### config.mk
export PLATFORM = sky130hd
export DESIGN_NAME = tcb_peri_bridge_flat
export DESIGN_NICKNAME = d
export VERILOG_FILES = /design/src/design/soc_pkg.sv /design/src/design/tcb_if.sv /design/src/design/tcb_peri_bridge.sv /design/src/flat_wrapper.sv
export SDC_FILE = /design/constraint.sdc
export NUM_CORES = 1
export LEC_CHECK = 0
export BUFFER_PORTS_ARGS = -buffer_cell sky130_fd_sc_hd__buf_4
export CAP_MARGIN = 10
export CORE_MARGIN = 3
export CORE_UTILIZATION = 40
export CTS_CLUSTER_SIZE = 14
export DETAILED_ROUTE_END_ITERATION = 6
export PLACE_DENSITY = 0.94
export SYNTH_ARGS = -nofsm -noshare
export SYNTH_HDL_FRONTEND = slang
export SYNTH_SLANG_ARGS = --single-unit
export TNS_END_PERCENT = 30
### constraint.sdc
create_clock -name clk -period 1.7 [get_ports clk]
set_input_delay 0.17 -clock clk [delete_from_list [all_inputs] [get_ports clk]]
set_output_delay 0.17 -clock clk [all_outputs]
set_load 0.05 [all_outputs]
### src/design/soc_pkg.sv
// shared definitions for the load/store bus
// widths, address map, size encoding, address views

`default_nettype none

package soc_pkg;

  ////////////////////////////////////////
  // widths
  ////////////////////////////////////////

  localparam int unsigned XLEN = 32;
  localparam int unsigned BLEN = XLEN/8;
  localparam int unsigned BLOG = $clog2(BLEN);
  localparam int unsigned GW   = 32;

  // data memory, 16 KiB
  localparam int unsigned MEM_ADR = 14;

  ////////////////////////////////////////
  // address map
  ////////////////////////////////////////

  // 1 selects the peripheral region
  localparam int unsigned REGION_BIT = 14;
  // 1 selects the empty slot, 0 the GPIO controller
  localparam int unsigned SLOT_BIT = 6;

  // log2 transfer size, code 3 is invalid
  typedef enum logic [1:0] {
    SIZ_BYTE = 2'd0,
    SIZ_HALF = 2'd1,
    SIZ_WORD = 2'd2
  } siz_t;

  // GPIO register index, index 3 reads zero
  typedef enum logic [1:0] {
    GPIO_OUT = 2'd0,
    GPIO_ENA = 2'd1,
    GPIO_IN  = 2'd2
  } gpio_reg_t;

  // memory view of the address
  typedef struct packed {
    logic [XLEN-REGION_BIT-2:0] hig;
    logic                       rgn;
    logic [REGION_BIT-BLOG-1:0] wrd;
    logic [BLOG-1:0]            off;
  } mem_adr_t;

  // peripheral view of the address
  typedef struct packed {
    logic [XLEN-REGION_BIT-2:0]     hig;
    logic                           rgn;
    logic [REGION_BIT-SLOT_BIT-2:0] rsv_hi;
    logic                           slt;
    logic [SLOT_BIT-BLOG-3:0]       rsv_lo;
    gpio_reg_t                      idx;
    logic [BLOG-1:0]                off;
  } per_adr_t;

  typedef union packed {
    mem_adr_t mem;
    per_adr_t per;
  } adr_t;

endpackage: soc_pkg

`default_nettype wire

### src/design/tcb_if.sv
// internal bus interface
// request from manager, response from subordinate

`default_nettype none

interface tcb_if (
  input logic clk,
  input logic rst
);

  // request
  logic                       vld;
  logic                       wen;
  soc_pkg::adr_t              adr;
  logic [soc_pkg::BLEN-1:0]   ben;
  logic [soc_pkg::XLEN-1:0]   wdt;
  // response, no ready, target always accepts
  logic [soc_pkg::XLEN-1:0]   rdt;
  logic                       err;

  modport man (
    input  clk, rst,
    output vld, wen, adr, ben, wdt,
    input  rdt, err
  );

  modport sub (
    input  clk, rst,
    input  vld, wen, adr, ben, wdt,
    output rdt, err
  );

endinterface: tcb_if

`default_nettype wire

### src/design/tcb_peri_bridge.sv
// peripheral bridge
// request register from delay 1 to delay 0, slot decode

`default_nettype none

module tcb_peri_bridge (
  tcb_if.sub sub,
  tcb_if.man gpio
);

  logic                     vld_r;
  logic                     wen_r;
  soc_pkg::adr_t            adr_r;
  logic [soc_pkg::BLEN-1:0] ben_r;
  logic [soc_pkg::XLEN-1:0] wdt_r;
  logic                     slt;

  ////////////////////////////////////////
  // request register
  ////////////////////////////////////////

  always_ff @(posedge sub.clk) begin
    if (sub.rst) begin
      vld_r <= 1'b0;
    end else begin
      vld_r <= sub.vld;
    end
  end

  // payload is captured only on a valid request
  always_ff @(posedge sub.clk) begin
    if (sub.vld) begin
      wen_r <= sub.wen;
      adr_r <= sub.adr;
      ben_r <= sub.ben;
      wdt_r <= sub.wdt;
    end
  end

  ////////////////////////////////////////
  // slot decode
  ////////////////////////////////////////

  assign slt = adr_r.per.slt;

  // slot 0 is GPIO
  assign gpio.vld = vld_r & ~slt;
  assign gpio.wen = wen_r;
  assign gpio.adr = adr_r;
  assign gpio.ben = ben_r;
  assign gpio.wdt = wdt_r;

  // slot 1 is empty and answers with an error
  assign sub.rdt = slt ? '0 : gpio.rdt;
  assign sub.err = slt | gpio.err;

endmodule: tcb_peri_bridge

`default_nettype wire

### src/flat_wrapper.sv
// flat-port wrapper written by rule: the top's interface ports become plain ports
module tcb_peri_bridge_flat 
  (clk, rst, sub_vld, sub_wen, sub_adr, sub_ben, sub_wdt, sub_rdt, sub_err, gpio_vld, gpio_wen, gpio_adr, gpio_ben, gpio_wdt, gpio_rdt, gpio_err);
  tcb_if sub_i (.clk(clk), .rst(rst));
  tcb_if gpio_i (.clk(clk), .rst(rst));
  input wire logic clk;
  input wire logic rst;
  input wire logic [$bits(sub_i.vld)-1:0] sub_vld;
  input wire logic [$bits(sub_i.wen)-1:0] sub_wen;
  input wire logic [$bits(sub_i.adr)-1:0] sub_adr;
  input wire logic [$bits(sub_i.ben)-1:0] sub_ben;
  input wire logic [$bits(sub_i.wdt)-1:0] sub_wdt;
  output wire logic [$bits(sub_i.rdt)-1:0] sub_rdt;
  output wire logic [$bits(sub_i.err)-1:0] sub_err;
  output wire logic [$bits(gpio_i.vld)-1:0] gpio_vld;
  output wire logic [$bits(gpio_i.wen)-1:0] gpio_wen;
  output wire logic [$bits(gpio_i.adr)-1:0] gpio_adr;
  output wire logic [$bits(gpio_i.ben)-1:0] gpio_ben;
  output wire logic [$bits(gpio_i.wdt)-1:0] gpio_wdt;
  input wire logic [$bits(gpio_i.rdt)-1:0] gpio_rdt;
  input wire logic [$bits(gpio_i.err)-1:0] gpio_err;
  assign sub_i.vld = sub_vld;
  assign sub_i.wen = sub_wen;
  assign sub_i.adr = sub_adr;
  assign sub_i.ben = sub_ben;
  assign sub_i.wdt = sub_wdt;
  assign sub_rdt = sub_i.rdt;
  assign sub_err = sub_i.err;
  assign gpio_vld = gpio_i.vld;
  assign gpio_wen = gpio_i.wen;
  assign gpio_adr = gpio_i.adr;
  assign gpio_ben = gpio_i.ben;
  assign gpio_wdt = gpio_i.wdt;
  assign gpio_i.rdt = gpio_rdt;
  assign gpio_i.err = gpio_err;
  tcb_peri_bridge u_core (.sub(sub_i), .gpio(gpio_i));
endmodule
==> reports/metrics.csv <==
metric,value,unit
status,finished clean,
synth_area_leader_cell,edfxtp_1,
grt-busiest-layer,met2,
die_area,6790,um^2
crit_cells,3,
clk_pin_slew,0.08,ns
synthXorXnorAreaFrac,0,%
maxCapViolCount,0,
wl,8930,um
ys_ff_latch,70,
gp_congestion,0.759,
cp_num_buf_inv,2,
synth_edf_count,69,
relSlewSlack,75.7,%
min_path_type,input port to flip-flop,
worstSetupEndpoint,sub_rdt[27],
grt_pass1_wl,10000,um
ir_worst_vdd,1030,uV
grt_overflow_total,0,
start_util,41.9,%
place_hpwl,5870,um
wl_per_cell,20.0,um
critPathTopFamily,buffers and inverters,
yosysSeqAreaShare,89.7,%
synth-compound-area-share,0,%
synthAdderAreaFrac,0,%
yosys.area_share.simple,9.44,%
period_share,91.6,%
cts_tree,done,
ys_async_sr_fraction,0,%
num_vias,2059,
cpPeakStageDelay,0.40,ns
p_total,0.00483,W
drt_iter0_drc,112,
cts_buffers,9,
pin_count,208,
drv_slew,0,
rsz0062_at_grt,false,
root_buffer,clkbuf_8,
first_pass_iters,4,
seq_area,2090,um^2
port_buffers,207,
die_width,82.4,um
clkPwrFrac,28.9,%
multi_input_area,220,um^2
synth_top_flop_cell,edfxtp_1,
crit_start,u_core.gpio.adr[6]$_DFFE_PP_,
total_leakage_power,2.07,nW
n_fill_cell,281,
worst_pin_slew,0.364,ns
htreeDepth,3,
maxClockFrequency,642,MHz
tns,0,ns
synth_common_cells,"edfxtp_1, nor2b_1, buf_2",
clock-sinks,70,
grt_util_met2,42.0,%
synth_top_area_share,88.8,%
critPathSlowestCell,edfxtp_1,
synth_fp_nets,213,
pwr-share-seq,43.4,%
syn_area,2330,um^2
fin_crit,1.56,ns
cts_buffer_depth,2,
drc,0,
die_h,82.4,um
internal_power,0.00332,W
fin_util,83.1,%
grt_max_degree,71,
path_cells,"buf_4, nor2b_1, buf_4",
synth_most_common_cell,edfxtp_1,
grt_util_met1,17.8,%
setup_violations,0,
synth_top_family_by_area,simple AND/OR/NAND/NOR gates,
combPwrFrac,27.7,%
crit_fanout,24,
fp-row-count,27,
required,1.53,ns
num_antenna_cells,0,
area_growth,98.6,%
crit_top_cell,buf_4,
p_switching,0.00150,W
nets,475,
grt_usage,21.5,%
worstPathArrival,1.39,ns
hold_viol,0,
yosys-mux-area-fraction,0,%
synth.distinct_cells,7,
antenna_found_initial,0,
viasPerCell,4.62,
cts_repair_resize_count,0,
pwr_density_cell,1040,nW/um^2
worstHoldStart,sub_adr[24],
core-area,5570,um^2
synthTopCellsByArea,"edfxtp_1, nor2b_1, dfxtp_1",
critPathLaunchType,flip-flop,
avgSynthCellArea,21.6,um^2
drive_gt1_share,59.6,%
syn_inst,108,
synth-warning-count,0,
worstSetupPathType,flip-flop to output port,
switching_share,31.2,%
grt_pass1_vias,1933,
endpoint_kind,output port,
grtUsageMet3,8.13,%
drtAntennaViolNets,0,
layout by cell type, fill, tap and decap left out, drive strengths merged:
cell,count
buf,210
bufinv,2
clkinv,4
dfxtp,1
or2,1
nor2b,33
clkbuf,9
and2b,1
dlygate4sd3,44
edfxtp,69
cell type report:
type / instances / share of cell area (%)
Sequential cell: 70 / 45.2
Timing Repair Buffer: 254 / 43.8
Multi-Input combinational cell: 35 / 4.75
Clock buffer: 9 / 2.67
Tap cell: 72 / 1.94
Clock inverter: 6 / 1.67
power by group through the flow:
| stage | clock (W) | combinational [W] | sequential (W) |
|---|---|---|---|
| finish | 0.00140 | 0.00134 | 0.00209 |
| global route | 0.00150 | 0.00138 | 0.00211 |
| CTS | 0.00140 | 0.00127 | 0.00209 |
| detailed placement | 0 | 0.00124 | 0.00213 |
| global placement | 0 | 0.00122 | 0.00212 |
| floorplan | 0 | 0.000241 | 0.00260 |
stage by stage:
step                      cells  hold WS [ns]  setup slack, ns  cell area, um^2
after CTS                   413     0.0000523            0.169             4300
final                       446       0.00814            0.143             4630
after floorplan             108         0.242          -0.0998             2330
after global routing        446       -0.0164            0.112             4630
after detailed placement    386         0.336            0.334             3980
after global placement      386         0.329            0.430             3980
what timing repair did:
action                     in CTS  in global routing
hold buffers                   11                 33
setup endpoints to repair       5                  0
hold endpoints to repair       11                 33
setup buffers                   1                  0
layer usage:
layer  share of wire [%]  up-vias  routed length, um
met3                 9.7       34                869
met4                 5.1        0                455
met5                   0        -                  0
met2                  56      130               5010
met1                  29      976               2600
li1                    -      919                  -
cell families (layout without fill, tap and decap cells):
group,after synthesis,in the layout
DFF,70,70
and+or+nand+nor,35,35
buffers and inverters,3,269
registers in the layout (all words and copies together) (netlist names):
signal	count
u_core.gpio.ben	4
u_core.gpio.wen	1
u_core.vld_r	1
u_core.gpio.adr	32
u_core.gpio.wdt	32
worst min-delay path by stage:
stage	slack, ns	cells past startpoint	to
2_1_floorplan	0.24	1	u_core.vld_r$_SDFF_PP0_
5_1_grt	-0.02	1	u_core.gpio.adr[24]$_DFFE_PP_
4_1_cts	0.00005	1	u_core.gpio.wdt[11]$_DFFE_PP_
3_3_place_gp	0.33	2	u_core.vld_r$_SDFF_PP0_
3_5_place_dp	0.34	2	u_core.vld_r$_SDFF_PP0_
6_report	0.008	1	u_core.gpio.adr[24]$_DFFE_PP_
(Power assumes the default switching activity.)
