[src/design/soc_pkg.sv]
// shared definitions for the load/store bus
// widths, address map, size encoding, address views

`default_nettype none

package soc_pkg;

  ////////////////////////////////////////
  // widths
  ////////////////////////////////////////

  localparam int unsigned XLEN = 32;
  localparam int unsigned BLEN = XLEN/8;
  localparam int unsigned BLOG = $clog2(BLEN);
  localparam int unsigned GW   = 32;

  // data memory, 16 KiB
  localparam int unsigned MEM_ADR = 14;

  ////////////////////////////////////////
  // address map
  ////////////////////////////////////////

  // 1 selects the peripheral region
  localparam int unsigned REGION_BIT = 14;
  // 1 selects the empty slot, 0 the GPIO controller
  localparam int unsigned SLOT_BIT = 6;

  // log2 transfer size, code 3 is invalid
  typedef enum logic [1:0] {
    SIZ_BYTE = 2'd0,
    SIZ_HALF = 2'd1,
    SIZ_WORD = 2'd2
  } siz_t;

  // GPIO register index, index 3 reads zero
  typedef enum logic [1:0] {
    GPIO_OUT = 2'd0,
    GPIO_ENA = 2'd1,
    GPIO_IN  = 2'd2
  } gpio_reg_t;

  // memory view of the address
  typedef struct packed {
    logic [XLEN-REGION_BIT-2:0] hig;
    logic                       rgn;
    logic [REGION_BIT-BLOG-1:0] wrd;
    logic [BLOG-1:0]            off;
  } mem_adr_t;

  // peripheral view of the address
  typedef struct packed {
    logic [XLEN-REGION_BIT-2:0]     hig;
    logic                           rgn;
    logic [REGION_BIT-SLOT_BIT-2:0] rsv_hi;
    logic                           slt;
    logic [SLOT_BIT-BLOG-3:0]       rsv_lo;
    gpio_reg_t                      idx;
    logic [BLOG-1:0]                off;
  } per_adr_t;

  typedef union packed {
    mem_adr_t mem;
    per_adr_t per;
  } adr_t;

endpackage: soc_pkg

`default_nettype wire

[src/design/tcb_if.sv]
// internal bus interface
// request from manager, response from subordinate

`default_nettype none

interface tcb_if (
  input logic clk,
  input logic rst
);

  // request
  logic                       vld;
  logic                       wen;
  soc_pkg::adr_t              adr;
  logic [soc_pkg::BLEN-1:0]   ben;
  logic [soc_pkg::XLEN-1:0]   wdt;
  // response, no ready, target always accepts
  logic [soc_pkg::XLEN-1:0]   rdt;
  logic                       err;

  modport man (
    input  clk, rst,
    output vld, wen, adr, ben, wdt,
    input  rdt, err
  );

  modport sub (
    input  clk, rst,
    input  vld, wen, adr, ben, wdt,
    output rdt, err
  );

endinterface: tcb_if

`default_nettype wire

[src/design/tcb_peri_gpio.sv]
// GPIO controller
// output and enable registers, live input read

`default_nettype none

module tcb_peri_gpio (
  tcb_if.sub                     bus,
  output logic [soc_pkg::GW-1:0] gpio_o,
  output logic [soc_pkg::GW-1:0] gpio_e,
  input  logic [soc_pkg::GW-1:0] gpio_i
);

  soc_pkg::gpio_reg_t idx;
  logic               wen_o;
  logic               wen_e;

  assign idx = bus.adr.per.idx;

  // IN and index 3 ignore writes
  assign wen_o = bus.vld & bus.wen & (idx == soc_pkg::GPIO_OUT);
  assign wen_e = bus.vld & bus.wen & (idx == soc_pkg::GPIO_ENA);

  ////////////////////////////////////////
  // registers
  ////////////////////////////////////////

  always_ff @(posedge bus.clk) begin
    if (bus.rst) begin
      gpio_o <= '0;
      gpio_e <= '0;
    end else begin
      for (int b = 0; b < soc_pkg::BLEN; b++) begin
        if (wen_o & bus.ben[b]) gpio_o[8*b +: 8] <= bus.wdt[8*b +: 8];
        if (wen_e & bus.ben[b]) gpio_e[8*b +: 8] <= bus.wdt[8*b +: 8];
      end
    end
  end

  ////////////////////////////////////////
  // read, same cycle
  ////////////////////////////////////////

  always_comb begin
    case (idx)
      soc_pkg::GPIO_OUT: bus.rdt = gpio_o;
      soc_pkg::GPIO_ENA: bus.rdt = gpio_e;
      soc_pkg::GPIO_IN:  bus.rdt = gpio_i;
      default:           bus.rdt = '0;
    endcase
  end

  assign bus.err = 1'b0;

endmodule: tcb_peri_gpio

`default_nettype wire

[src/flat_wrapper.sv]
// flat-port wrapper written by rule: the top's interface ports become plain ports
module tcb_peri_gpio_flat 
  (gpio_o, gpio_e, gpio_i, clk, rst, bus_vld, bus_wen, bus_adr, bus_ben, bus_wdt, bus_rdt, bus_err);
  tcb_if bus_i (.clk(clk), .rst(rst));
  output logic [soc_pkg::GW-1:0] gpio_o;
  output logic [soc_pkg::GW-1:0] gpio_e;
  input  logic [soc_pkg::GW-1:0] gpio_i;
  input wire logic clk;
  input wire logic rst;
  input wire logic [$bits(bus_i.vld)-1:0] bus_vld;
  input wire logic [$bits(bus_i.wen)-1:0] bus_wen;
  input wire logic [$bits(bus_i.adr)-1:0] bus_adr;
  input wire logic [$bits(bus_i.ben)-1:0] bus_ben;
  input wire logic [$bits(bus_i.wdt)-1:0] bus_wdt;
  output wire logic [$bits(bus_i.rdt)-1:0] bus_rdt;
  output wire logic [$bits(bus_i.err)-1:0] bus_err;
  assign bus_i.vld = bus_vld;
  assign bus_i.wen = bus_wen;
  assign bus_i.adr = bus_adr;
  assign bus_i.ben = bus_ben;
  assign bus_i.wdt = bus_wdt;
  assign bus_rdt = bus_i.rdt;
  assign bus_err = bus_i.err;
  tcb_peri_gpio u_core (.bus(bus_i), .gpio_o(gpio_o), .gpio_e(gpio_e), .gpio_i(gpio_i));
endmodule
[config.mk]
export PLATFORM = sky130hd
export DESIGN_NAME = tcb_peri_gpio_flat
export DESIGN_NICKNAME = d
export VERILOG_FILES = /design/src/design/soc_pkg.sv /design/src/design/tcb_if.sv /design/src/design/tcb_peri_gpio.sv /design/src/flat_wrapper.sv
export SDC_FILE = /design/constraint.sdc
export NUM_CORES = 1
export LEC_CHECK = 0
export ABC_AREA = 1
export BUFFER_PORTS_ARGS = -buffer_cell sky130_fd_sc_hd__clkbuf_2
export CAP_MARGIN = 20
export CORE_ASPECT_RATIO = 1.4
export CORE_UTILIZATION = 44
export DETAILED_ROUTE_END_ITERATION = 12
export PLACE_DENSITY = 0.76
export SYNTH_ARGS = -nofsm -noshare
export SYNTH_HDL_FRONTEND = slang
export SYNTH_SLANG_ARGS = --single-unit
[constraint.sdc]
create_clock -name clk -period 1.14 [get_ports clk]
set_input_delay 0.228 -clock clk [delete_from_list [all_inputs] [get_ports clk]]
set_output_delay 0.228 -clock clk [all_outputs]
set_load 0.05 [all_outputs]
==> metrics.md <==
| Metric | Value |
|---|---|
| Cell Area, Synth | `3457 um2` |
| Area contributors post-synth | `dfxtp_1, nand2_1, inv_1` |
| EDFF count, synth | `0` |
| Tmin final | `1.479 ns` |
| Fmax achieved | `676.0 MHz` |
| Via count | `4,620` |
| Final slew viol count | `0` |
| WL per Instance | `17.02 um` |
| Syn Nets | `694` |
| Worst min-delay path class | `input port to flip-flop` |
| Post-synthesis mux area share | `0%` |
| Setup crit start kind | `input port` |
| Count leader, synth | `nand2_1` |
| Global-route wire length before repair | `20.83 mm` |
| Crit path cell chain | `clkbuf_16 -> inv_16 -> nor2_4 -> buf_12 -> buf_16 -> nand2_1 -> o211ai_1 -> clkbuf_8` |
| Reg clk slew, reported paths | `0.07 ns` |
| Core Area | `7500 um2` |
| Post-DP HPWL | `7.520 mm` |
| Post-Synthesis Cells | `590` |
| Initial DRC count | `343` |
| RSZ-0062 raised after global routing | `true` |
| Hold buffer count at CTS | `0` |
| Starting Density | `46.10%` |
| Row cnt | `37` |
| Tcrit/Tclk final | `129.8%` |
| Leakage | `0.003297 uW` |
| Die height | `106.9 um` |
| Clk_skew | `0 ns` |
| Post-Synth Adder-Cell Area | `0%` |
| Seq cells post-synth | `64` |
| GRT Resource Usage Total | `33.10%` |
| Endpoints failing setup | `43` |
| CP endpoint kind | `output port` |
| CP max FO | `8` |
| Cts bufs inserted | `9` |
| Finished Layout Cells | `891` |
| Simple-Gate Fraction of Synth Area | `38.00%` |
| Vias in the first global route | `4,439` |
| Placed Area | `4737 um2` |
| Routed vias/inst | `5.185` |
| # H-tree levels | `3` |
| Minimum hold slack | `0.1207 ns` |
| CTS tree | `yes` |
| Final worst slack | `-0.3392 ns` |
| Tot Pwr | `5676 uW` |
| Gpl congestion | `0.8521` |
| Power Dens Cells | `894.1 nW/um2` |
| Initial antenna violation count | `0` |
| Share of cells above drive strength 1 | `45.21%` |
| # IOs | `201` |
| Total gr overflow | `0` |
| Ys flop type | `dfxtp_1` |
| Clock Latency Late Sink | `0.35 ns` |
| Number of diodes | `0` |
| ANT nets after route | `0` |
| FF-to-FF path depth | `5` |
| Critical Path Stages | `8` |
| Layout area overhead | `83.64%` |
| Largest net degree at the start of global routing | `35` |
| Die area | `8221 um2` |
| Hold Crit Depth | `3` |
| Yosys warns | `0` |
| Crit path max-delay family | `buffers and inverters` |
| XOR/XNOR share of the synthesized area | `0%` |
| Status | `finished with violations` |
| Share of the synthesized area in the top cell type | `37.06%` |
| Final WL | `15.16 mm` |
| Number of max-cap violations | `0` |
| Multi-input gate area | `1702 um2` |
| Peak supply drop | `809.5 uV` |
| WS Path Type | `input port to output port` |
| Filler cell count in the final layout | `390` |
| Sequential share of the synthesized area | `37.06%` |
| Worst Path Required | `0.91 ns` |
| Clk buf depth | `2` |
| # DRC | `0` |
| Final nets | `893` |
| Register area | `1441 um2` |
| Setup TNS | `-10.18 ns` |
| Ys async rst share | `0%` |
| CP max stage delay | `0.23 ns` |
| Cell variety after synth | `14` |
| Critical path's slowest cell | `clkbuf_8` |
| Critical path buffers and inverters | `5` |
| Die width | `76.92 um` |
| Post-synth top cells | `nand2_1, inv_1, nor2_1` |
| Placed insts | `858` |
| Main combinational cell family by area after synthesis | `simple AND/OR/NAND/NOR gates` |
| Compound-Gate Fraction of Synth Area | `6.949%` |
| Biggest area consumer among synthesized cells | `dfxtp_1` |
| Failing checks | `setup timing` |
| Worst Path Arrival | `1.25 ns` |
| Final Hold Viols | `0` |
| DR pass1 iterations | `7` |
| CTS sink cnt | `64` |
| Port Buffers | `169` |
| Clock Root Buffer | `clkbuf_8` |
| Syn avg cell area | `5.859 um2` |
| Final non-filler cell area | `6349 um2` |
timing repair:
| action | CTS | global route |
|---|---|---|
| setup endpoints to repair | 96 | 60 |
| resized for setup | 258 | 60 |
| cloned | 2 | 5 |
| buffers inserted | 2 | 10 |
| pin swaps | 1 | 9 |
path summary, 6_finish.rpt:
check                    start           endpoint  slack [ns]
min reg2reg  u_core.gpio_o[29]  u_core.gpio_o[29]        0.53
max reg2reg   u_core.gpio_e[2]   u_core.gpio_e[2]        0.31
max                 bus_adr[3]        bus_rdt[15]       -0.34
min                bus_wdt[30]  u_core.gpio_o[30]        0.12
area by class of cell:
| cell class | instances | area share [%] |
|---|---|---|
| Multi-Input combinational cell | 367 | 26.80 |
| Inverter | 132 | 8.061 |
| Clock buffer | 16 | 2.838 |
| Sequential cell | 64 | 22.70 |
| Tap cell | 97 | 1.912 |
| Timing Repair Buffer | 215 | 37.68 |
worst register-to-register path, stage by stage (launching register included):
cell and delay, ns:
dfxtp_4 0.36, inv_2 0.04, buf_4 0.13, nand2_1 0.09, inv_1 0.05, nor2_1 0.11
sequential cells by signal, summed over array words and instances (netlist names):
name / cells
u_core.gpio_e: 32
u_core.gpio_o: 32
cell usage in the layout (no fill, tap or decap):
cell type / n
buf_12: 8
buf_16: 1
buf_4: 20
buf_6: 15
buf_8: 24
clkbuf_1: 4
clkbuf_16: 11
clkbuf_2: 71
clkbuf_8: 77
conb_1: 1
dfxtp_2: 32
dfxtp_4: 32
inv_1: 98
inv_16: 1
inv_2: 33
nand2_1: 163
nand2_2: 21
nand2_4: 9
nand2_8: 1
nand3_1: 40
nor2_1: 97
nor2_2: 1
nor2_4: 2
o211ai_1: 32
per-stage QoR:
stage          util (%)  worst slack (ns)
6_report          84.65           -0.3392
4_1_cts           80.51           -0.2889
3_5_place_dp      63.16           -0.4358
5_1_grt           84.65           -0.3587
2_1_floorplan         -           -0.3612
3_3_place_gp      63.16           -0.3955
power breakdown:
part	total (uW)	switching (uW)	internal (uW)
Clock	1850	873	974
Sequential	2290	52.3	2230
Combinational	1540	930	614
routing by layer:
metal  track usage (%)  up-vias  part of all wire (%)
li1                  -     2124                     -
met1             31.21     2098                    34
met2             60.46      307                    51
met3             8.170       91                   8.5
met4             26.10        0                   6.4
met5                 0        -                     0
cells by family after synthesis:
family / Yosys count
AOI/OAI and AO/OA: 32
other: 1
buffers and inverters: 159
and+or+nand+nor: 334
DFF: 64
No activity file was read; power rests on OpenSTA's default activity.
