## config.mk

```make
export PLATFORM = sky130hd
export DESIGN_NAME = tcb_size2ben_flat
export DESIGN_NICKNAME = d
export VERILOG_FILES = /design/src/design/soc_pkg.sv /design/src/design/tcb_if.sv /design/src/design/tcb_size2ben.sv /design/src/flat_wrapper.sv
export SDC_FILE = /design/constraint.sdc
export NUM_CORES = 1
export LEC_CHECK = 0
export CAP_MARGIN = 40
export CELL_PAD_IN_SITES_DETAIL_PLACEMENT = 0
export CELL_PAD_IN_SITES_GLOBAL_PLACEMENT = 1
export CORE_MARGIN = 10
export CORE_UTILIZATION = 42
export DETAILED_ROUTE_END_ITERATION = 10
export DONT_BUFFER_PORTS = 1
export PLACE_DENSITY = 0.83
export SYNTH_ARGS = -nofsm -noshare
export SYNTH_HDL_FRONTEND = slang
export SYNTH_SLANG_ARGS = --single-unit
```

## constraint.sdc

```tcl
create_clock -name clk -period 3.15 [get_ports clk]
set_clock_uncertainty 0.1 [all_clocks]
set_input_delay 0.315 -clock clk [delete_from_list [all_inputs] [get_ports clk]]
set_output_delay 0.315 -clock clk [all_outputs]
set_load 0.02 [all_outputs]
```

## src/design/soc_pkg.sv

```systemverilog
// shared definitions for the load/store bus
// widths, address map, size encoding, address views

`default_nettype none

package soc_pkg;

  ////////////////////////////////////////
  // widths
  ////////////////////////////////////////

  localparam int unsigned XLEN = 32;
  localparam int unsigned BLEN = XLEN/8;
  localparam int unsigned BLOG = $clog2(BLEN);
  localparam int unsigned GW   = 32;

  // data memory, 16 KiB
  localparam int unsigned MEM_ADR = 14;

  ////////////////////////////////////////
  // address map
  ////////////////////////////////////////

  // 1 selects the peripheral region
  localparam int unsigned REGION_BIT = 14;
  // 1 selects the empty slot, 0 the GPIO controller
  localparam int unsigned SLOT_BIT = 6;

  // log2 transfer size, code 3 is invalid
  typedef enum logic [1:0] {
    SIZ_BYTE = 2'd0,
    SIZ_HALF = 2'd1,
    SIZ_WORD = 2'd2
  } siz_t;

  // GPIO register index, index 3 reads zero
  typedef enum logic [1:0] {
    GPIO_OUT = 2'd0,
    GPIO_ENA = 2'd1,
    GPIO_IN  = 2'd2
  } gpio_reg_t;

  // memory view of the address
  typedef struct packed {
    logic [XLEN-REGION_BIT-2:0] hig;
    logic                       rgn;
    logic [REGION_BIT-BLOG-1:0] wrd;
    logic [BLOG-1:0]            off;
  } mem_adr_t;

  // peripheral view of the address
  typedef struct packed {
    logic [XLEN-REGION_BIT-2:0]     hig;
    logic                           rgn;
    logic [REGION_BIT-SLOT_BIT-2:0] rsv_hi;
    logic                           slt;
    logic [SLOT_BIT-BLOG-3:0]       rsv_lo;
    gpio_reg_t                      idx;
    logic [BLOG-1:0]                off;
  } per_adr_t;

  typedef union packed {
    mem_adr_t mem;
    per_adr_t per;
  } adr_t;

endpackage: soc_pkg

`default_nettype wire

```

## src/design/tcb_if.sv

```systemverilog
// internal bus interface
// request from manager, response from subordinate

`default_nettype none

interface tcb_if (
  input logic clk,
  input logic rst
);

  // request
  logic                       vld;
  logic                       wen;
  soc_pkg::adr_t              adr;
  logic [soc_pkg::BLEN-1:0]   ben;
  logic [soc_pkg::XLEN-1:0]   wdt;
  // response, no ready, target always accepts
  logic [soc_pkg::XLEN-1:0]   rdt;
  logic                       err;

  modport man (
    input  clk, rst,
    output vld, wen, adr, ben, wdt,
    input  rdt, err
  );

  modport sub (
    input  clk, rst,
    input  vld, wen, adr, ben, wdt,
    output rdt, err
  );

endinterface: tcb_if

`default_nettype wire

```

## src/design/tcb_size2ben.sv

```systemverilog
// log2 size request to byte enable request
// misalign check, write data replication, read data realignment

`default_nettype none

module tcb_size2ben (
  input  logic                     clk,
  input  logic                     rst,
  input  logic                     vld,
  input  logic                     wen,
  input  soc_pkg::adr_t            adr,
  input  soc_pkg::siz_t            siz,
  input  logic [soc_pkg::XLEN-1:0] wdt,
  output logic [soc_pkg::XLEN-1:0] rdt,
  output logic                     err,
  tcb_if.man                       man
);

  logic [soc_pkg::BLOG-1:0] off;
  logic                     mis;
  logic [soc_pkg::BLEN-1:0] ben;
  logic [soc_pkg::XLEN-1:0] wdt_rep;
  // response side state
  logic [soc_pkg::BLOG-1:0] off_r;
  soc_pkg::siz_t            siz_r;
  logic                     mis_r;
  logic [soc_pkg::XLEN-1:0] sft;

  assign off = adr.mem.off;

  ////////////////////////////////////////
  // request
  ////////////////////////////////////////

  always_comb begin
    mis     = 1'b0;
    ben     = '0;
    wdt_rep = wdt;
    case (siz)
      soc_pkg::SIZ_BYTE: begin
        ben     = soc_pkg::BLEN'(1) << off;
        wdt_rep = {soc_pkg::BLEN{wdt[7:0]}};
      end
      soc_pkg::SIZ_HALF: begin
        mis     = off[0];
        ben     = soc_pkg::BLEN'(3) << off;
        wdt_rep = {(soc_pkg::BLEN/2){wdt[15:0]}};
      end
      soc_pkg::SIZ_WORD: begin
        mis     = |off;
        ben     = '1;
      end
      // code 3
      default: mis = 1'b1;
    endcase
  end

  // misaligned requests stay off the bus
  assign man.vld = vld & ~mis;
  assign man.wen = wen;
  assign man.adr = adr;
  assign man.ben = ben;
  assign man.wdt = wdt_rep;

  always_ff @(posedge clk) begin
    if (rst) begin
      mis_r <= 1'b0;
      off_r <= '0;
      siz_r <= soc_pkg::SIZ_WORD;
    end else if (vld) begin
      mis_r <= mis;
      off_r <= off;
      siz_r <= siz;
    end
  end

  ////////////////////////////////////////
  // response
  ////////////////////////////////////////

  // move the addressed lane down to bit 0
  assign sft = man.rdt >> {off_r, 3'b000};

  // misaligned request never reached a target
  always_comb begin
    if (mis_r) begin
      rdt = '0;
    end else begin
      case (siz_r)
        soc_pkg::SIZ_BYTE: rdt = {{(soc_pkg::XLEN-8){1'b0}}, sft[7:0]};
        soc_pkg::SIZ_HALF: rdt = {{(soc_pkg::XLEN-16){1'b0}}, sft[15:0]};
        default:           rdt = sft;
      endcase
    end
  end

  assign err = mis_r | man.err;

endmodule: tcb_size2ben

`default_nettype wire

```

## src/flat_wrapper.sv

```systemverilog
// flat-port wrapper written by rule: the top's interface ports become plain ports
module tcb_size2ben_flat 
  (clk, rst, vld, wen, adr, siz, wdt, rdt, err, man_vld, man_wen, man_adr, man_ben, man_wdt, man_rdt, man_err);
  tcb_if man_i (.clk(clk), .rst(rst));
  input  logic clk;
  input  logic rst;
  input  logic vld;
  input  logic wen;
  input  soc_pkg::adr_t adr;
  input  soc_pkg::siz_t siz;
  input  logic [soc_pkg::XLEN-1:0] wdt;
  output logic [soc_pkg::XLEN-1:0] rdt;
  output logic err;
  output wire logic [$bits(man_i.vld)-1:0] man_vld;
  output wire logic [$bits(man_i.wen)-1:0] man_wen;
  output wire logic [$bits(man_i.adr)-1:0] man_adr;
  output wire logic [$bits(man_i.ben)-1:0] man_ben;
  output wire logic [$bits(man_i.wdt)-1:0] man_wdt;
  input wire logic [$bits(man_i.rdt)-1:0] man_rdt;
  input wire logic [$bits(man_i.err)-1:0] man_err;
  assign man_vld = man_i.vld;
  assign man_wen = man_i.wen;
  assign man_adr = man_i.adr;
  assign man_ben = man_i.ben;
  assign man_wdt = man_i.wdt;
  assign man_i.rdt = man_rdt;
  assign man_i.err = man_err;
  tcb_size2ben u_core (.clk(clk), .rst(rst), .vld(vld), .wen(wen), .adr(adr), .siz(siz), .wdt(wdt), .rdt(rdt), .err(err), .man(man_i));
endmodule
```

==> summary.txt <==
Global route
  – GRT Resource Usage Total: between 10% and 20%
  – First-pass GRT wire length: 6996 µm
  – Largest net degree at the start of global routing: 35
  – Initial antenna violation count: 0
  – Vias in the first global route: 1278
  – GR Overflow Total: 0

Power
  – Cell internal pwr: 0.2479 mW
  – Combinational share of power: 58.9%
  – Flop pwr share: ~16%
  – Max IR drop VDD: 0.1152 mV
  – Sw Ratio: a little under half
  – NetSw: 0.2199 mW
  – PD cells: around 350 nW/µm²
  – Leakage: 0.5075 nW
  – Clock power share: 25.1%

Setup path
  – CP max stage delay: 670 ps
  – Critical Path Source Type: register
  – Worst path cell trace: or3b_1 -> nor2_8 -> and2_1
  – Slowest-stage cell, CP: or3b_1
  – Worst Path Max Fanout: 28
  – Crit Path Category: register to primary output
  – Critical path destination: rdt[26]
  – Crit path capture type: primary output
  – Worst Reg2Reg Path Length in Cells: 2
  – Worst Path Required: 2730 ps
  – Critical R2R Capture: u_core.off_r[1]
  – CP delay by family, top: simple AND/OR/NAND/NOR gates
  – Stages on the worst setup path: 3
  – Reg2reg start: u_core.off_r[1]
  – Worst Path Buf+Inv: 0
  – Crit. Startpoint: u_core.off_r[1]
  – Worst Path Arrival: 1900 ps
  – R2R Setup Slk: ~1900 ps

Clock network
  – CTS sink cnt: 5
  – Post-CTS Hold Fix Bufs: 0
  – TritonCTS clock tree: yes
  – Worst-skew pair later-pin latency: 220 ps
  – Post-CTS Setup Repair Bufs: 0
  – CTS buffer count: 3
  – Worst-path clk slew: 30 ps
  – CTS resizes: 0
  – Root Driver: clkbuf_8
  – H-tree levels: 1
  – CTS max path bufs: 2

Timing
  – Hold Violations, Final: 0
  – Final setup margin: 831.3 ps
  – Final setup violation count: 0
  – Max frequency: 431.3 MHz
  – RSZ-0062 raised after global routing: no
  – Crit share post-route: 73.61%
  – Sum Neg Setup Slack: 0 ps
  – Max-slew violation count: 0
  – Time the worst path needs with I/O delays and setup: 2319 ps
  – Max_slew headroom: 51.03%
  – Tightest Pin Transition: 733.5 ps

Floorplan
  – Die H: between 80 and 90 µm
  – Die footprint: about 6500 µm²
  – Io pins: 206
  – FP Rows: 22
  – Initial core utilization: 42.87%
  – Area of the core: between 3000 and 4000 µm²
  – Chip Width: 80.90 µm

Yosys
  – Sequential share of the synthesized area: 6.426%
  – Synth area leader: buf_4
  – Most common flop cell mapped by yosys: dfxtp_1
  – Count leader, synth: buf_4
  – Cell Area, Synth: approximately 1600 µm²
  – Commonest cells in the synthesized netlist: buf_4, mux2i_1, a211oi_1, mux2_2, nor2_1
  – Top post-synthesis cells by area: buf_4, mux2i_1, mux2_2
  – Syn Area/Cell: approximately 7.6 µm²
  – Ys Warns: 0
  – Post-synthesis cell count: 204
  – Post-synthesis async set-or-reset flop share: 0%
  – Number of flops mapped to enable cells by yosys: 0
  – Syn nets: 307
  – Synth cell types: 28
  – Share of the synthesized area in the top cell type: 20.24%
  – Yosys reg bits: 5

Place
  – Post-place setup slack: 1035 ps
  – Placed cell count: 203
  – HPWL Detailed: 4092 µm
  – GPL Wtd Cong: 0.7963
  – Number of port buffers: 0

Worst hold path
  – Hold Path Class: primary input to register

Final layout
  – Diodes inserted: 0
  – Area delta synth->final: -14.54%
  – Layout cells sized above 1: around a fifth
  – Post-route non-filler standard cell count: between 200 and 250
  – Nets: between 200 and 300

Detailed routing
  – DRT Wirelength: 4874 µm
  – Final ANT Viol Nets: 0
  – Drt first-iter violations: 24
  – Number of detailed-route iterations in the first pass: 4
  – Wire per inst: between 20 and 25 µm
  – DRC Markers: 0
  – Via count: 1249
  – Drt via density: between 6 and 7

Status
  – Status: complete, no violations

Job
  – Max-Cap Viols: 0
==> state kept, by name (all words and copies together), names as in the netlist <==
signal,count
u_core.off_r,2
u_core.siz_r,2
u_core.mis_r,1
==> through the flow <==
step	area, µm²	hold slack (ps)	total power, mW	util (%)
after global placement	1286	288.4	0.3537	35.40
after detailed placement	1286	289.8	0.3550	35.40
after global routing	1331	55.93	0.4987	36.64
after floorplan	1558	287.4	0.3995	-
final	1331	62.36	0.4677	36.64
after CTS	1331	58.75	0.4752	36.64
==> cells by family (layout without fill, tap and decap cells) <==
| kind of cell | Yosys count | after routing | share of synthesized area, % |
|---|---|---|---|
| compound gates | 40 | 40 | 16.95 |
| buf+inv | 58 | 13 | 25.62 |
| flops | 5 | 5 | 6.426 |
| mux | 46 | 46 | 30.84 |
| simple gates | 55 | 55 | 20.16 |
==> worst register-to-register path, stage by stage, from the launching register on <==
cell and delay (ps):
dfxtp_1 780, mux2i_1 160, nor2_1 110
==> area by class of cell <==
| class | count | area, µm² |
|---|---|---|
| fillers | 380 | 2302 |
| clock buffers | 4 | 45.04 |
| repair buffers | 9 | 67.56 |
| flip-flops and latches | 5 | 100.1 |
| multi-input cells | 141 | 1059 |
| well taps | 48 | 60.06 |
==> per-layer routing <==
metal  track usage (%)  part of all wire [%]  vias to the layer above
met5                 0                     0                        -
met4             3.460                  0.59                        0
met3             9.051                    18                        6
met2             22.21                    48                      110
met1             12.23                    34                      551
li1                  -                     -                      582
==> power by group through the flow <==
stage,clock (mW),combinational [mW],sequential [mW]
final,0.117,0.276,0.0748
after global routing,0.128,0.295,0.0762
after CTS,0.120,0.280,0.0750
after detailed placement,0,0.279,0.0759
after global placement,0,0.278,0.0755
after floorplan,0,0.329,0.0706
==> how the worst min path moves through the flow <==
stage / to / cells past startpoint / slack [ps] / from
2_1_floorplan: u_core.off_r[0] / 1 / 290 / rst
3_3_place_gp: u_core.off_r[0] / 1 / 290 / rst
3_5_place_dp: u_core.off_r[0] / 1 / 290 / rst
4_1_cts: u_core.siz_r[0] / 1 / 60 / rst
5_1_grt: u_core.siz_r[0] / 1 / 60 / rst
6_report: u_core.off_r[0] / 1 / 60 / rst
==> placed cells by master (no fill, tap or decap) <==
| master | instances |
|---|---|
| o31ai_1 | 1 |
| a211o_1 | 1 |
| o21ai_0 | 10 |
| clkbuf_8 | 3 |
| nand2b_1 | 9 |
| nor2_1 | 12 |
| and2b_1 | 4 |
| nor2_8 | 1 |
| mux2_2 | 16 |
| mux2i_1 | 30 |
| o21bai_1 | 2 |
| or2b_1 | 1 |
| a211oi_1 | 16 |
| a21oi_1 | 1 |
| dfxtp_1 | 5 |
| and2_1 | 8 |
| o22ai_1 | 8 |
| nor3_1 | 2 |
| or2_2 | 2 |
| nor2_2 | 1 |
| nor2b_1 | 6 |
| o21a_1 | 1 |
| buf_4 | 9 |
| clkbuf_1 | 1 |
| or3b_1 | 1 |
| nand2_1 | 8 |
(Power assumes the default switching activity.)
