$ cat src/design/soc_pkg.sv
// shared definitions for the load/store bus
// widths, address map, size encoding, address views

`default_nettype none

package soc_pkg;

  ////////////////////////////////////////
  // widths
  ////////////////////////////////////////

  localparam int unsigned XLEN = 32;
  localparam int unsigned BLEN = XLEN/8;
  localparam int unsigned BLOG = $clog2(BLEN);
  localparam int unsigned GW   = 32;

  // data memory, 16 KiB
  localparam int unsigned MEM_ADR = 14;

  ////////////////////////////////////////
  // address map
  ////////////////////////////////////////

  // 1 selects the peripheral region
  localparam int unsigned REGION_BIT = 14;
  // 1 selects the empty slot, 0 the GPIO controller
  localparam int unsigned SLOT_BIT = 6;

  // log2 transfer size, code 3 is invalid
  typedef enum logic [1:0] {
    SIZ_BYTE = 2'd0,
    SIZ_HALF = 2'd1,
    SIZ_WORD = 2'd2
  } siz_t;

  // GPIO register index, index 3 reads zero
  typedef enum logic [1:0] {
    GPIO_OUT = 2'd0,
    GPIO_ENA = 2'd1,
    GPIO_IN  = 2'd2
  } gpio_reg_t;

  // memory view of the address
  typedef struct packed {
    logic [XLEN-REGION_BIT-2:0] hig;
    logic                       rgn;
    logic [REGION_BIT-BLOG-1:0] wrd;
    logic [BLOG-1:0]            off;
  } mem_adr_t;

  // peripheral view of the address
  typedef struct packed {
    logic [XLEN-REGION_BIT-2:0]     hig;
    logic                           rgn;
    logic [REGION_BIT-SLOT_BIT-2:0] rsv_hi;
    logic                           slt;
    logic [SLOT_BIT-BLOG-3:0]       rsv_lo;
    gpio_reg_t                      idx;
    logic [BLOG-1:0]                off;
  } per_adr_t;

  typedef union packed {
    mem_adr_t mem;
    per_adr_t per;
  } adr_t;

endpackage: soc_pkg

`default_nettype wire

$ cat src/design/tcb_if.sv
// internal bus interface
// request from manager, response from subordinate

`default_nettype none

interface tcb_if (
  input logic clk,
  input logic rst
);

  // request
  logic                       vld;
  logic                       wen;
  soc_pkg::adr_t              adr;
  logic [soc_pkg::BLEN-1:0]   ben;
  logic [soc_pkg::XLEN-1:0]   wdt;
  // response, no ready, target always accepts
  logic [soc_pkg::XLEN-1:0]   rdt;
  logic                       err;

  modport man (
    input  clk, rst,
    output vld, wen, adr, ben, wdt,
    input  rdt, err
  );

  modport sub (
    input  clk, rst,
    input  vld, wen, adr, ben, wdt,
    output rdt, err
  );

endinterface: tcb_if

`default_nettype wire

$ cat src/design/tcb_region_demux.sv
// region decoder and demultiplexer
// data memory, peripherals, error response for unmapped space

`default_nettype none

module tcb_region_demux (
  tcb_if.sub sub,
  tcb_if.man mem,
  tcb_if.man per
);

  logic unm;
  logic is_mem;
  logic is_per;
  // target of the request accepted on the last edge
  logic sel_mem_r;
  logic sel_per_r;
  logic sel_unm_r;

  // any high bit set is outside the map
  assign unm    = |sub.adr.mem.hig;
  assign is_per = ~unm &  sub.adr.mem.rgn;
  assign is_mem = ~unm & ~sub.adr.mem.rgn;

  // request fields go to both, vld only to the selected one
  assign mem.vld = sub.vld & is_mem;
  assign mem.wen = sub.wen;
  assign mem.adr = sub.adr;
  assign mem.ben = sub.ben;
  assign mem.wdt = sub.wdt;

  assign per.vld = sub.vld & is_per;
  assign per.wen = sub.wen;
  assign per.adr = sub.adr;
  assign per.ben = sub.ben;
  assign per.wdt = sub.wdt;

  always_ff @(posedge sub.clk) begin
    if (sub.rst) begin
      sel_mem_r <= 1'b0;
      sel_per_r <= 1'b0;
      sel_unm_r <= 1'b0;
    end else if (sub.vld) begin
      sel_mem_r <= is_mem;
      sel_per_r <= is_per;
      sel_unm_r <= unm;
    end
  end

  // response steering
  always_comb begin
    if (sel_mem_r) begin
      sub.rdt = mem.rdt;
      sub.err = mem.err;
    end else if (sel_per_r) begin
      sub.rdt = per.rdt;
      sub.err = per.err;
    end else begin
      sub.rdt = '0;
      sub.err = sel_unm_r;
    end
  end

endmodule: tcb_region_demux

`default_nettype wire

$ cat src/flat_wrapper.sv
// flat-port wrapper written by rule: the top's interface ports become plain ports
module tcb_region_demux_flat 
  (clk, rst, sub_vld, sub_wen, sub_adr, sub_ben, sub_wdt, sub_rdt, sub_err, mem_vld, mem_wen, mem_adr, mem_ben, mem_wdt, mem_rdt, mem_err, per_vld, per_wen, per_adr, per_ben, per_wdt, per_rdt, per_err);
  tcb_if sub_i (.clk(clk), .rst(rst));
  tcb_if mem_i (.clk(clk), .rst(rst));
  tcb_if per_i (.clk(clk), .rst(rst));
  input wire logic clk;
  input wire logic rst;
  input wire logic [$bits(sub_i.vld)-1:0] sub_vld;
  input wire logic [$bits(sub_i.wen)-1:0] sub_wen;
  input wire logic [$bits(sub_i.adr)-1:0] sub_adr;
  input wire logic [$bits(sub_i.ben)-1:0] sub_ben;
  input wire logic [$bits(sub_i.wdt)-1:0] sub_wdt;
  output wire logic [$bits(sub_i.rdt)-1:0] sub_rdt;
  output wire logic [$bits(sub_i.err)-1:0] sub_err;
  output wire logic [$bits(mem_i.vld)-1:0] mem_vld;
  output wire logic [$bits(mem_i.wen)-1:0] mem_wen;
  output wire logic [$bits(mem_i.adr)-1:0] mem_adr;
  output wire logic [$bits(mem_i.ben)-1:0] mem_ben;
  output wire logic [$bits(mem_i.wdt)-1:0] mem_wdt;
  input wire logic [$bits(mem_i.rdt)-1:0] mem_rdt;
  input wire logic [$bits(mem_i.err)-1:0] mem_err;
  output wire logic [$bits(per_i.vld)-1:0] per_vld;
  output wire logic [$bits(per_i.wen)-1:0] per_wen;
  output wire logic [$bits(per_i.adr)-1:0] per_adr;
  output wire logic [$bits(per_i.ben)-1:0] per_ben;
  output wire logic [$bits(per_i.wdt)-1:0] per_wdt;
  input wire logic [$bits(per_i.rdt)-1:0] per_rdt;
  input wire logic [$bits(per_i.err)-1:0] per_err;
  assign sub_i.vld = sub_vld;
  assign sub_i.wen = sub_wen;
  assign sub_i.adr = sub_adr;
  assign sub_i.ben = sub_ben;
  assign sub_i.wdt = sub_wdt;
  assign sub_rdt = sub_i.rdt;
  assign sub_err = sub_i.err;
  assign mem_vld = mem_i.vld;
  assign mem_wen = mem_i.wen;
  assign mem_adr = mem_i.adr;
  assign mem_ben = mem_i.ben;
  assign mem_wdt = mem_i.wdt;
  assign mem_i.rdt = mem_rdt;
  assign mem_i.err = mem_err;
  assign per_vld = per_i.vld;
  assign per_wen = per_i.wen;
  assign per_adr = per_i.adr;
  assign per_ben = per_i.ben;
  assign per_wdt = per_i.wdt;
  assign per_i.rdt = per_rdt;
  assign per_i.err = per_err;
  tcb_region_demux u_core (.sub(sub_i), .mem(mem_i), .per(per_i));
endmodule
$ cat config.mk
export PLATFORM = sky130hd
export DESIGN_NAME = tcb_region_demux_flat
export DESIGN_NICKNAME = d
export VERILOG_FILES = /design/src/design/soc_pkg.sv /design/src/design/tcb_if.sv /design/src/design/tcb_region_demux.sv /design/src/flat_wrapper.sv
export SDC_FILE = /design/constraint.sdc
export NUM_CORES = 1
export LEC_CHECK = 0
export BUFFER_PORTS_ARGS = -buffer_cell sky130_fd_sc_hd__buf_2
export CELL_PAD_IN_SITES_DETAIL_PLACEMENT = 1
export CELL_PAD_IN_SITES_GLOBAL_PLACEMENT = 1
export CORE_AREA = 3 3 119 121
export CTS_CLUSTER_SIZE = 8
export DETAILED_ROUTE_END_ITERATION = 10
export DIE_AREA = 0 0 122 124
export PLACE_DENSITY_LB_ADDON = 0.15
export SYNTH_ARGS = -nofsm -noshare
export SYNTH_HDL_FRONTEND = slang
export SYNTH_SLANG_ARGS = --single-unit
$ cat constraint.sdc
create_clock -name clk -period 1 [get_ports clk]
set_input_delay 0.2 -clock clk [delete_from_list [all_inputs] [get_ports clk]]
set_output_delay 0.2 -clock clk [all_outputs]
set_load 0.005 [all_outputs]
==> impl_metrics.py <==
metrics = {
    "worst_setup_path": {
        "cpLargestDelayFamily": "flip-flops",
        "r2r_slack_ps": 240,
        "crit_chain": "nor2b_4 -> buf_12 -> a22o_1 -> buf_2",
        "arrival_ps": 1200,
        "worst_setup_path_end_kind": "output pin",
        "r2r-end": "u_core.sel_per_r",
        "slowest_stage": "dfxtp_4",
        "path_class": "reg -> out",
        "cpPeakStageDelay_ps": 360,
        "critPathMaxFanout": 20,
        "cp_num_buf_inv": 2,
        "critPathLaunchType": "register",
        "reg2reg_from": "u_core.sel_per_r",
        "critPathRequiredTime_ps": 800,
        "reg2reg_depth": 4,
    },
    "routing": {
        "post_drt_wl_per_cell_um": 12.9,
        "vias_per_cell": 3.34,
        "post-route-drc-count": 0,
        "first_iter_violations": 15,
        "dr.pass1.iters": 4,
        "postRouteAntennaNets": 0,
        "vias": 1386,
        "wirelength_mm": 5.36,
    },
    "die": {
        "initial_core_util": 0.122,
        "ios": 311,
        "coreArea_um2": 13200,
        "die_y_um": 124,
        "die-area_um2": 15100,
        "fp.dieW_um": 122,
        "num_rows": 42,
    },
    "placement": {
        "dpl.hpwl_mm": 4.69,
        "routabilityCongestion": 0.657,
        "place_area_um2": 1670,
        "io_buffers": 157,
        "dp_slack_ps": -406,
    },
    "timing": {
        "timing.final.ws_setup_ps": -399,
        "max_freq_ghz": 0.715,
        "finalSetupViolCount": 36,
        "drv_slew": 0,
        "finalHoldViolations": 0,
        "tightest_slew_ps": 282,
        "min_period_ps": 1400,
        "skew_ps": 0,
        "fin_crit_sh": 1.40,
        "rsz0062_at_grt": "true",
        "relSlewSlack": 0.811,
    },
    "layout": {
        "drive_above_1_share": 0.795,
        "antenna_cells": 0,
        "fin_nets": 378,
        "syn_to_final_growth_pct": 18.0,
        "fin_area_um2": 1890,
        "fill_cells": 1620,
    },
    "logic_synthesis": {
        "synth_cell_types": 20,
        "ys_ff_latch": 3,
        "mappedNetlistArea_um2": 1600,
        "synth_nets": 342,
        "synth_warnings": 0,
        "synthCells": 204,
        "postSynthAreaPerCell_um2": 7.86,
        "ys_seq_area_frac": 0.0374,
    },
    "global_route": {
        "overflow": 0,
        "grt_util_all_layers": 0.0622,
        "grt_max_degree": 21,
        "grt_pass1_wl_mm": 7.49,
        "grt_antenna_before_repair": 0,
        "grt_pass1_vias": 1494,
    },
    "job": {
        "drv_cap": 0,
    },
    "min_path": {
        "hold_start": "rst",
        "hold_class": "in -> reg",
        "hold_path_depth": 4,
        "whs_endpoint": "u_core.sel_per_r",
    },
    "cts": {
        "numCtsBuffers": 3,
        "clkSlewWorstSetupHoldPaths_ps": 30,
        "cts_tree": "yes",
        "cts_root_buffer": "clkbuf_16",
        "cts.path.max_buffers": 2,
        "cts_sinks": 3,
        "ctsHoldBuffers": 0,
        "clk_latency_ps": 220,
        "htree_levels": 1,
    },
    "power_and_ir_drop": {
        "ir_worst_vdd_mv": 0.339,
        "power_density_nw_per_um2": 595,
        "p_total_w": 0.00113,
        "p_leak_nw": 1.02,
    },
    "outcome": {
        "status": "finished with violations",
        "violations": "negative setup slack",
    },
}
==> state kept, by name, indices dropped and copies added, names as in the netlist <==
name / count
u_core.sel_unm_r: 1
u_core.sel_mem_r: 1
u_core.sel_per_r: 1
==> final cells by class <==
type | count | area [µm²] | share of cell area
Clock buffer | 4 | 78.8 | 0.0416
Inverter | 2 | 7.51 | 0.00397
Timing Repair Buffer | 177 | 1040 | 0.550
Tap cell | 176 | 220 | 0.116
Multi-Input combinational cell | 53 | 480 | 0.254
Sequential cell | 3 | 65.1 | 0.0344
==> metrics by stage <==
step | instances | setup TNS, ps | hold slack, ps | util
floorplan | 204 | -3130 | 353 | -
global placement | 408 | -7230 | 400 | 0.126
detailed placement | 408 | -7450 | 400 | 0.126
CTS | 413 | -12570 | 264 | 0.138
global route | 415 | -14300 | 291 | 0.144
finish | 415 | -11940 | 259 | 0.144
==> worst register-to-register path: cells and delay by family, from the launching register on <==
kind,cells,cell delay [ps]
AOI/OAI and AO/OA,1,60
buffers and inverters,2,230
DFF,1,310
and+or+nand+nor,1,40
==> layout by cell type, fill, tap and decap left out, drive strengths merged <==
cell type  synthesis  layout
nor4               3       3
nand4              2       2
nand3              1       1
nor3               2       2
o221a              1       1
o21ai              3       3
clkbuf             2       4
buf              144     177
dfxtp              3       3
nand2              4       4
nor4b              1       1
a22o              32      32
nor2               2       2
mux2i              1       1
inv                2       2
nor2b              1       1
==> Yosys cell counts <==
cell,n,share of area
buf_4,140,0.66
a22o_1,32,0.17
buf_6,3,0.021
dfxtp_1,3,0.037
nand2_1,3,0.0070
o21ai_0,3,0.0094
clkbuf_1,2,0.0047
inv_1,2,0.0047
nand4_1,2,0.0078
nor2_1,2,0.0047
nor3_1,2,0.0062
nor4_4,2,0.027
buf_2,1,0.0031
mux2i_1,1,0.0062
nand2_2,1,0.0039
nand3_1,1,0.0031
nor2b_1,1,0.0039
nor4_1,1,0.0039
nor4b_2,1,0.0094
o221a_1,1,0.0070
==> power by group <==
| group | total (W) | switching, W | internal (W) |
|---|---|---|---|
| clock | 0.000636 | 0.000110 | 0.000526 |
| sequential | 0.000122 | 0.00000148 | 0.000121 |
| combinational | 0.000369 | 0.000138 | 0.000230 |
==> per-layer routing <==
metal  up-vias  track usage  wire, µm
met4         0       0.0231       129
met2       154        0.125      2870
met3        21       0.0341       899
li1        620            -         -
met5         -            0         0
met1       591       0.0500      1460
==> kinds of logic after synthesis <==
kind of cell / after synthesis / share of synthesized area
AOI/OAI and AO/OA: 36 / 0.191
buffers and inverters: 148 / 0.689
and+or+nand+nor: 16 / 0.0764
DFF: 3 / 0.0374
muxes: 1 / 0.00624
==> worst max path at each step <==
stage / cells after the start / slack, ps / end / start
after floorplan: 5 / -100 / sub_rdt[0] / u_core.sel_mem_r
after global placement: 6 / -380 / mem_vld / sub_adr[21]
after detailed placement: 6 / -410 / mem_vld / sub_adr[21]
after CTS: 4 / -420 / sub_rdt[12] / u_core.sel_mem_r
after global routing: 4 / -460 / sub_rdt[12] / u_core.sel_mem_r
final: 4 / -400 / sub_rdt[12] / u_core.sel_mem_r
==> repair_timing <==
item	CTS	global route
pin swaps	3	5
setup endpoints to repair	37	38
gates resized for setup	19	17
setup buffers	1	4
Note: power is estimated with default switching activity, not from simulation.
